File: src/iwm_pkg.sv
// IWM shared constants
package iwm_pkg;

    // ==========================================================================
    // Soft switch select, taken from address bits 3:1
    // ==========================================================================
    localparam logic [2:0] SW_PHASE0    = 3'd0;
    localparam logic [2:0] SW_PHASE1    = 3'd1;
    localparam logic [2:0] SW_PHASE2    = 3'd2;
    localparam logic [2:0] SW_PHASE3    = 3'd3;
    localparam logic [2:0] SW_MOTOR     = 3'd4;
    localparam logic [2:0] SW_DRIVE_SEL = 3'd5;
    localparam logic [2:0] SW_Q6        = 3'd6;
    localparam logic [2:0] SW_Q7        = 3'd7;

    // Writable part of the mode register
    localparam int MODE_BITS = 5;

    // Bit positions in the DISK35 control byte
    localparam int DISK35_SIZE_BIT = 6;
    localparam int DISK35_SEL_BIT  = 7;

    // ==========================================================================
    // Register read values
    // ==========================================================================
    // Write buffer empty and no underrun
    localparam logic [7:0] HANDSHAKE_IDLE = 8'hC0;
    // Returned on data reads since no read head is present
    localparam logic [7:0] DATA_NONE      = 8'hFF;

    // ==========================================================================
    // 3.5-inch status sense indices, {SEL, phase2, phase1, phase0}
    // ==========================================================================
    localparam logic [3:0] SENSE_DISK_IN   = 4'd2;
    localparam logic [3:0] SENSE_WP        = 4'd3;
    localparam logic [3:0] SENSE_MOTOR     = 4'd4;
    localparam logic [3:0] SENSE_TWO_SIDED = 4'd9;

endpackage

File: src/iwm_soft_switches.sv
// IWM soft switches and mode register
`timescale 1ns/100ps

module iwm_soft_switches (
    input  logic       CLK_14M,
    input  logic       RESET,
    input  logic       DEVICE_SELECT,
    input  logic       WR_CYCLE,
    input  logic       PH2,
    input  logic [3:0] A,
    input  logic [7:0] D_IN,
    output logic [3:0] phases,
    output logic       drive_on,
    output logic       drive_sel,
    output logic       q6,
    output logic       q7,
    output logic       imm_motor,
    output logic [7:0] imm_mode,
    output logic [2:0] imm_sense_reg
);
    import iwm_pkg::*;

    // Set once the access is handled and cleared when DEVICE_SELECT drops
    logic                 access_done;
    logic                 access_edge;
    logic                 cpu_wr;
    logic                 phase_access;
    logic                 imm_q6;
    logic                 imm_q7;
    logic [2:0]           imm_phases;
    logic                 mode_write;
    logic [MODE_BITS-1:0] mode_reg;
    logic [MODE_BITS-1:0] mode_sel;
    logic [2:0]           sense_reg;

    // ==========================================================================
    // Access qualification
    // ==========================================================================
    // First PH2 clock of each access
    assign access_edge  = DEVICE_SELECT && PH2 && !access_done;
    // WR_CYCLE low marks a write
    assign cpu_wr       = DEVICE_SELECT && !WR_CYCLE;
    assign phase_access = (A[3:1] <= SW_PHASE3);

    // ==========================================================================
    // Immediate values that already show what this access stores
    // ==========================================================================
    assign imm_q6    = (DEVICE_SELECT && A[3:1] == SW_Q6) ? A[0] : q6;
    assign imm_q7    = (DEVICE_SELECT && A[3:1] == SW_Q7) ? A[0] : q7;
    assign imm_motor = (DEVICE_SELECT && A[3:1] == SW_MOTOR) ? A[0] : drive_on;

    always_comb begin
        for (int i = 0; i < 3; i++) begin
            imm_phases[i] = (DEVICE_SELECT && A[3:1] == SW_PHASE0 + 3'(i)) ? A[0] : phases[i];
        end
    end

    // Mode load needs motor off, Q6 and Q7 set, odd address
    assign mode_write = cpu_wr && !drive_on && imm_q6 && imm_q7 && A[0];
    assign mode_sel   = mode_write ? D_IN[MODE_BITS-1:0] : mode_reg;
    // Upper mode bits always read back as zero
    assign imm_mode   = {{(8 - MODE_BITS){1'b0}}, mode_sel};

    // Phase access shows its new index right away
    assign imm_sense_reg = (DEVICE_SELECT && phase_access) ? imm_phases[2:0] : sense_reg;

    // ==========================================================================
    // Switch registers
    // ==========================================================================
    always_ff @(posedge CLK_14M or posedge RESET) begin
        if (RESET) begin
            access_done <= 1'b0;
            phases      <= 4'b0000;
            drive_on    <= 1'b0;
            drive_sel   <= 1'b0;
            q6          <= 1'b0;
            q7          <= 1'b0;
            mode_reg    <= '0;
            sense_reg   <= 3'b000;
        end else begin
            // Re-arm for the next access
            if (!DEVICE_SELECT) begin
                access_done <= 1'b0;
            end
            if (access_edge) begin
                access_done <= 1'b1;
                // A[0] is the new switch value
                case (A[3:1])
                    SW_PHASE0:    phases[0] <= A[0];
                    SW_PHASE1:    phases[1] <= A[0];
                    SW_PHASE2:    phases[2] <= A[0];
                    SW_PHASE3:    phases[3] <= A[0];
                    SW_MOTOR:     drive_on  <= A[0];
                    SW_DRIVE_SEL: drive_sel <= A[0];
                    SW_Q6:        q6        <= A[0];
                    default:      q7        <= A[0];
                endcase
                // Any phase access latches the sense index whether it sets or clears
                if (phase_access) begin
                    sense_reg <= imm_phases[2:0];
                end
                if (mode_write) begin
                    mode_reg <= D_IN[MODE_BITS-1:0];
                end
            end
        end
    end

endmodule

File: src/spindle_motor.sv
// 5.25-inch spindle inertia
`timescale 1ns/100ps

module spindle_motor #(
    parameter int SPINUP_CYCLES   = 4200000,
    parameter int SPINDOWN_CYCLES = 14000000
) (
    input  logic CLK_14M,
    input  logic RESET,
    input  logic drive_on,
    input  logic is_35,
    output logic spinning
);

    // Counter must hold both the spin-up target and the parked value
    localparam int CNT_MAX = (SPINDOWN_CYCLES > SPINUP_CYCLES) ? SPINDOWN_CYCLES : SPINUP_CYCLES;
    localparam int CNT_W   = $clog2(CNT_MAX + 1);

    logic [CNT_W-1:0] count;
    logic             spinup_done;
    logic             spin_q;

    // ==========================================================================
    // Spin-up counts up, spin-down counts back from the parked value
    // ==========================================================================
    always_ff @(posedge CLK_14M or posedge RESET) begin
        if (RESET) begin
            count       <= '0;
            spinup_done <= 1'b0;
            spin_q      <= 1'b0;
        end else if (is_35) begin
            // 3.5-inch drives keep their own motor, no inertia here
            count       <= '0;
            spinup_done <= 1'b0;
            spin_q      <= 1'b0;
        end else if (drive_on) begin
            if (!spinup_done) begin
                if (count >= CNT_W'(SPINUP_CYCLES)) begin
                    spin_q      <= 1'b1;
                    spinup_done <= 1'b1;
                    count       <= CNT_W'(SPINDOWN_CYCLES);
                end else begin
                    count <= count + 1'b1;
                end
            end else begin
                // Up to speed, hold the counter parked
                spin_q <= 1'b1;
                count  <= CNT_W'(SPINDOWN_CYCLES);
            end
        end else begin
            // Motor off, coast down
            spinup_done <= 1'b0;
            if (count != '0) begin
                count <= count - 1'b1;
            end else begin
                spin_q <= 1'b0;
            end
        end
    end

    // Low in the same cycle the size bit selects 3.5-inch
    assign spinning = spin_q && !is_35;

endmodule

File: src/drive_sense.sv
// Drive status sense
`timescale 1ns/100ps

module drive_sense (
    input  logic       drive_on,
    input  logic       drive_sel,
    input  logic       is_35,
    input  logic       diskreg_sel,
    input  logic [2:0] imm_sense_reg,
    input  logic       disk_ready,
    input  logic       write_protect,
    output logic       sense
);
    import iwm_pkg::*;

    // Full 3.5-inch status index
    logic [3:0] sense_idx;

    assign sense_idx = {diskreg_sel, imm_sense_reg};

    // ==========================================================================
    // Sense selection
    // ==========================================================================
    // Drive 1 is internal, drive 2 is an empty external unit
    always_comb begin
        // No drive enabled, line floats high
        sense = 1'b1;
        if (drive_on) begin
            if (!is_35) begin
                // 5.25-inch drive 1 reports write protect directly
                sense = drive_sel ? 1'b1 : write_protect;
            end else begin
                case (sense_idx)
                    SENSE_DISK_IN: begin
                        // Low when a disk is inserted
                        sense = drive_sel ? 1'b1 : !disk_ready;
                    end
                    SENSE_WP: begin
                        // Low when write protected
                        sense = drive_sel ? 1'b1 : !write_protect;
                    end
                    SENSE_MOTOR: begin
                        sense = 1'b0;
                    end
                    SENSE_TWO_SIDED: begin
                        // Both drives report double sided
                        sense = 1'b0;
                    end
                    default: begin
                        sense = 1'b1;
                    end
                endcase
            end
        end
    end

endmodule

File: src/iwm_register_read.sv
// IWM register read mux
`timescale 1ns/100ps

module iwm_register_read (
    input  logic       q6,
    input  logic       q7,
    input  logic       imm_motor,
    input  logic [7:0] imm_mode,
    input  logic       sense,
    output logic [7:0] data_out
);
    import iwm_pkg::*;

    logic [7:0] status;

    // ==========================================================================
    // Status byte
    // ==========================================================================
    // Sense on top, bit 6 reserved, motor state, then mode
    assign status = {sense, 1'b0, imm_motor, imm_mode[MODE_BITS-1:0]};

    // ==========================================================================
    // Register select by Q7 and Q6
    // ==========================================================================
    always_comb begin
        case ({q7, q6})
            2'b01: begin
                data_out = status;
            end
            2'b10: begin
                // Write handshake
                data_out = HANDSHAKE_IDLE;
            end
            2'b00: begin
                // Data register, nothing shifted in
                data_out = DATA_NONE;
            end
            default: begin
                // Write state, reads mirror status
                data_out = status;
            end
        endcase
    end

endmodule

File: src/iwm_woz.sv
// IWM floppy controller top
`timescale 1ns/100ps

module iwm_woz #(
    parameter int SPINUP_CYCLES   = 4200000,
    parameter int SPINDOWN_CYCLES = 14000000
) (
    input  logic        CLK_14M,
    input  logic        RESET,
    input  logic        PH2,
    input  logic        DEVICE_SELECT,
    // High for read, low for write
    input  logic        WR_CYCLE,
    input  logic [15:0] A,
    input  logic [7:0]  D_IN,
    input  logic [3:0]  DISK_READY,
    input  logic [7:0]  DISK35,
    input  logic        WRITE_PROTECT,
    output logic [7:0]  D_OUT,
    output logic        FLOPPY_MOTOR_ON
);
    import iwm_pkg::*;

    logic       drive_on;
    logic       drive_sel;
    logic       q6;
    logic       q7;
    logic       imm_motor;
    logic [7:0] imm_mode;
    logic [2:0] imm_sense_reg;
    logic       is_35;
    logic       diskreg_sel;
    logic       sense;

    // ==========================================================================
    // DISK35 control byte fields
    // ==========================================================================
    assign is_35       = DISK35[DISK35_SIZE_BIT];
    assign diskreg_sel = DISK35[DISK35_SEL_BIT];

    // Switch state decoded from the low address nibble
    iwm_soft_switches u_switches (
        .CLK_14M(CLK_14M), .RESET(RESET), .DEVICE_SELECT(DEVICE_SELECT),
        .WR_CYCLE(WR_CYCLE), .PH2(PH2), .A(A[3:0]), .D_IN(D_IN),
        .phases(), .drive_on(drive_on), .drive_sel(drive_sel),
        .q6(q6), .q7(q7), .imm_motor(imm_motor), .imm_mode(imm_mode),
        .imm_sense_reg(imm_sense_reg)
    );

    spindle_motor #(
        .SPINUP_CYCLES(SPINUP_CYCLES), .SPINDOWN_CYCLES(SPINDOWN_CYCLES)
    ) u_spindle (
        .CLK_14M(CLK_14M), .RESET(RESET), .drive_on(drive_on),
        .is_35(is_35), .spinning(FLOPPY_MOTOR_ON)
    );

    // Internal 3.5-inch drive sits on DISK_READY bit 2
    drive_sense u_sense (
        .drive_on(drive_on), .drive_sel(drive_sel), .is_35(is_35),
        .diskreg_sel(diskreg_sel), .imm_sense_reg(imm_sense_reg),
        .disk_ready(DISK_READY[2]), .write_protect(WRITE_PROTECT), .sense(sense)
    );

    iwm_register_read u_read (
        .q6(q6), .q7(q7), .imm_motor(imm_motor), .imm_mode(imm_mode),
        .sense(sense), .data_out(D_OUT)
    );

endmodule

File: config.mk
export PLATFORM = sky130hd
export DESIGN_NAME = iwm_woz
export DESIGN_NICKNAME = d
export VERILOG_FILES = /design/src/iwm_pkg.sv /design/src/iwm_soft_switches.sv /design/src/spindle_motor.sv /design/src/drive_sense.sv /design/src/iwm_register_read.sv /design/src/iwm_woz.sv
export SDC_FILE = /design/constraint.sdc
export NUM_CORES = 1
export LEC_CHECK = 0
export ABC_CLOCK_PERIOD_IN_PS = 5850
export BUFFER_PORTS_ARGS = -buffer_cell sky130_fd_sc_hd__buf_2
export CAP_MARGIN = 20
export CORE_MARGIN = 2
export CORE_UTILIZATION = 40
export CTS_CLUSTER_DIAMETER = 100
export CTS_CLUSTER_SIZE = 24
export DETAILED_ROUTE_END_ITERATION = 16
export GPL_TIMING_DRIVEN = 0
export HOLD_SLACK_MARGIN = 0.05
export PLACE_DENSITY_LB_ADDON = 0.15
export SLEW_MARGIN = 20
export SYNTH_ARGS = -nofsm -noshare
export SYNTH_HDL_FRONTEND = slang
export SYNTH_SLANG_ARGS = --single-unit
File: constraint.sdc
create_clock -name CLK_14M -period 5.85 [get_ports CLK_14M]
set_input_delay 0.8775 -clock CLK_14M [delete_from_list [all_inputs] [get_ports CLK_14M]]
set_output_delay 0.8775 -clock CLK_14M [all_outputs]
set_load 0.02 [all_outputs]
==> results.md <==
* Routability Congestion at 0.848
* Reg clk slew, reported paths at 0.08 ns
* Worst-Margin Slew at 0.851 ns
* Achievable Freq at 295 MHz
* Initial Util at 0.408
* Syn_nets at 394
* Mapped Area at 0.00311 mm²
* CP bufs+invs at 2
* Slowest CP cell: mux2i_1
* FP Rows at 32
* Final worst-path cycle share at 0.579
* Hold Path Class: in -> async
* IO Pins at 51
* RSZ-0062 raised after global routing: false
* Slew Limit Fails at 0
* Post-synthesis sequential area ratio at 0.338
* CTS Sinks at 42
* Crit path max fanout at 7
* Pwr per Cell Area at 440 mW/mm²
* Synth Flop Type: dfrtp_1
* Minimum clock period at 3.39 ns
* # port buffers at 25
* Largest register FFs at 24
* Most frequent CP cell: buf_2
* Leakage at 1.38 nW
* Max Cap Viol at 0
* Critical-path cell list: buf_2 -> nor2_1 -> mux2i_1 -> a311oi_1 -> nor4_1 -> nor3_1 -> buf_2
* Worst-Skew Late Latency at 0.30 ns
* Drt first pass iters at 5
* Worst Path Required at 4.97 ns
* Fin. Hold Viols at 0
* Starting DRT DRC Count at 194
* CTS resizes at 0
* Fill count at 777
* Number of synthesized flops with an enable pin at 0
* GR Overflow Total at 0
* Cts hold-fix bufs at 0
* Largest net degree at the start of global routing at 31
* Initial antenna violation count at 0
* Mean post-synth cell area at 8.90 µm²
* Layout cells sized above 1 at 0.201
* DP HPWL at 5730 µm
* Crit Path Category: in -> out
* Post-CTS Setup Bufs at 0
* Status: finished, final reports clean
* Crit path max-delay family: simple AND/OR/NAND/NOR gates
* Yosys cell types at 67
* Asr flop ratio synth at 1.00
* Die height at 92.1 µm
* CP arrival at 2.51 ns
* DP Area at 0.00338 mm²
* Number of synthesized register bits at 42
* Peak VDD IR at 0.000140 V
* Setup TNS Final at 0 ns
* Clock skew at 0.00694 ns
* Worst path max stage delay at 0.42 ns
* Type of origin of the critical path: primary input
* Root Driver: clkbuf_8
* Drt drc at 0
* DR vias at 2,851
* Total Wirelength at 7860 µm
* Vias in the first global route at 2,645
* GRT Util Overall at 0.194
* Die ar. at 0.00848 mm²
* Core box area at 0.00761 mm²
* Ys Warns at 0
* Vias per cell at 5.88
* Die X at 92.1 µm
* First-pass GRT wire length at 13,300 µm
* H-tree Lvls at 2
* Clock Path Buffers at 2
* Fin nets at 427
* Drt wl/cell at 16.2 µm
* Cells after Synth at 349
* Final setup violation count at 0
* Syn-to-layout area delta at 12.3%
* Crit end category: primary output
* Antenna Cells at 0
* CTS tree: built
* Max-slew headroom at 0.428
* Final instance area at 0.00349 mm²
* Num CTS Buffers at 5
* Routed Antenna Nets at 0
layer usage:
metal  global-route usage  up-vias  part of all wire
met1                0.277     1367              0.48
met3               0.0222       16             0.045
met2                0.317       81              0.47
li1                     -     1387                 -
met5                    0        -                 0
met4               0.0410        0             0.014
power by group:
part	leakage [nW]	total (W)	internal [W]	switching, W
Clock	0.0514	0.000236	0.000127	0.000109
Combinational	0.779	0.000853	0.000328	0.000525
Sequential	0.552	0.000447	0.000371	0.0000761
Total	1.38	0.00154	0.000826	0.000709
path summary, 6_finish.rpt:
check | start | end | slack [ns] | depth (start not counted)
worst max-delay path | A[2] | D_OUT[7] | 2.46 | 7
worst min-delay path | RESET | u_switches.mode_reg[2] | 0.51 | 2
worst max register to register | u_spindle.count[11] | u_spindle.count[13] | 3.23 | 8
worst min register to register | u_switches.mode_reg[0] | u_switches.mode_reg[0] | 0.52 | 1
max in group asynchronous | RESET | u_spindle.count[22] | 4.87 | 3
min in group CLK_14M | u_switches.mode_reg[0] | u_switches.mode_reg[0] | 0.52 | 1
cell type report:
class	instances	area, µm²	area share
Clock inverter	2	37.5	0.0108
Multi-Input combinational cell	273	1900	0.545
Sequential cell	42	1050	0.301
Tap cell	102	128	0.0366
Inverter	9	33.8	0.00968
Buffer	25	120	0.0344
Clock buffer	6	72.6	0.0208
Timing Repair Buffer	26	145	0.0416
layout by cell type (no fill, tap or decap), types with 3 or more instances in the layout:
cell type and count:
and3_1 6, xnor2_1 9, a21oi_1 20, a211oi_1 4, clkbuf_1 16, a31oi_1 8, and4_1 4, nand3_1 12
nor4_2 3, mux2i_1 10, nand2_1 27, o21ai_0 10, a311oi_1 3, mux2_2 13, or3_1 5, a221oi_1 4
buf_2 31, o221ai_1 3, a21o_1 4, nand2b_1 3, nor2b_1 5, nor3_1 17, buf_4 3, inv_1 7
nand4_1 9, ha_1 3, nor4_1 10, xor2_1 6, clkbuf_8 5, dfrtp_1 42, o31ai_1 3, nor2_1 24
and3b_1 3
stage by stage:
| step | worst slack [ns] | cells | hold slack (ns) | power, W | util |
|---|---|---|---|---|---|
| floorplan | 2.65 | 349 | 0.480 | 0.00110 | - |
| global placement | 2.51 | 476 | 0.490 | 0.00128 | 0.441 |
| detailed placement | 2.50 | 477 | 0.501 | 0.00129 | 0.444 |
| CTS | 2.50 | 485 | 0.520 | 0.00153 | 0.459 |
| global route | 2.30 | 485 | 0.532 | 0.00165 | 0.459 |
| finish | 2.46 | 485 | 0.514 | 0.00154 | 0.459 |
cells by family after synthesis:
family          count (synthesis)  share of synthesized area
flops                          42                      0.338
fa+ha+maj                       3                     0.0121
simple gates                  148                      0.279
compound gates                 84                      0.199
xor+xnor                       15                     0.0423
mux                            23                     0.0794
buf+inv                        34                     0.0496
Yosys cell counts (all sizes together), types with 4 or more instances:
cell | instances | area share
a211oi | 4 | 0.0097
a21o | 4 | 0.0097
a21oi | 22 | 0.038
a221oi | 6 | 0.021
a31oi | 8 | 0.016
and3 | 6 | 0.012
and4 | 4 | 0.011
buf | 10 | 0.021
clkbuf | 15 | 0.018
dfrtp | 42 | 0.34
inv | 8 | 0.0097
mux2 | 13 | 0.047
mux2i | 10 | 0.032
nand2 | 27 | 0.033
nand3 | 13 | 0.023
nand4 | 9 | 0.018
nor2 | 24 | 0.029
nor2b | 5 | 0.010
nor3 | 18 | 0.031
nor4 | 15 | 0.046
o21ai | 11 | 0.018
or3 | 5 | 0.010
or4 | 4 | 0.012
xnor2 | 9 | 0.025
xor2 | 6 | 0.017
No activity file was read; power rests on OpenSTA's default activity.
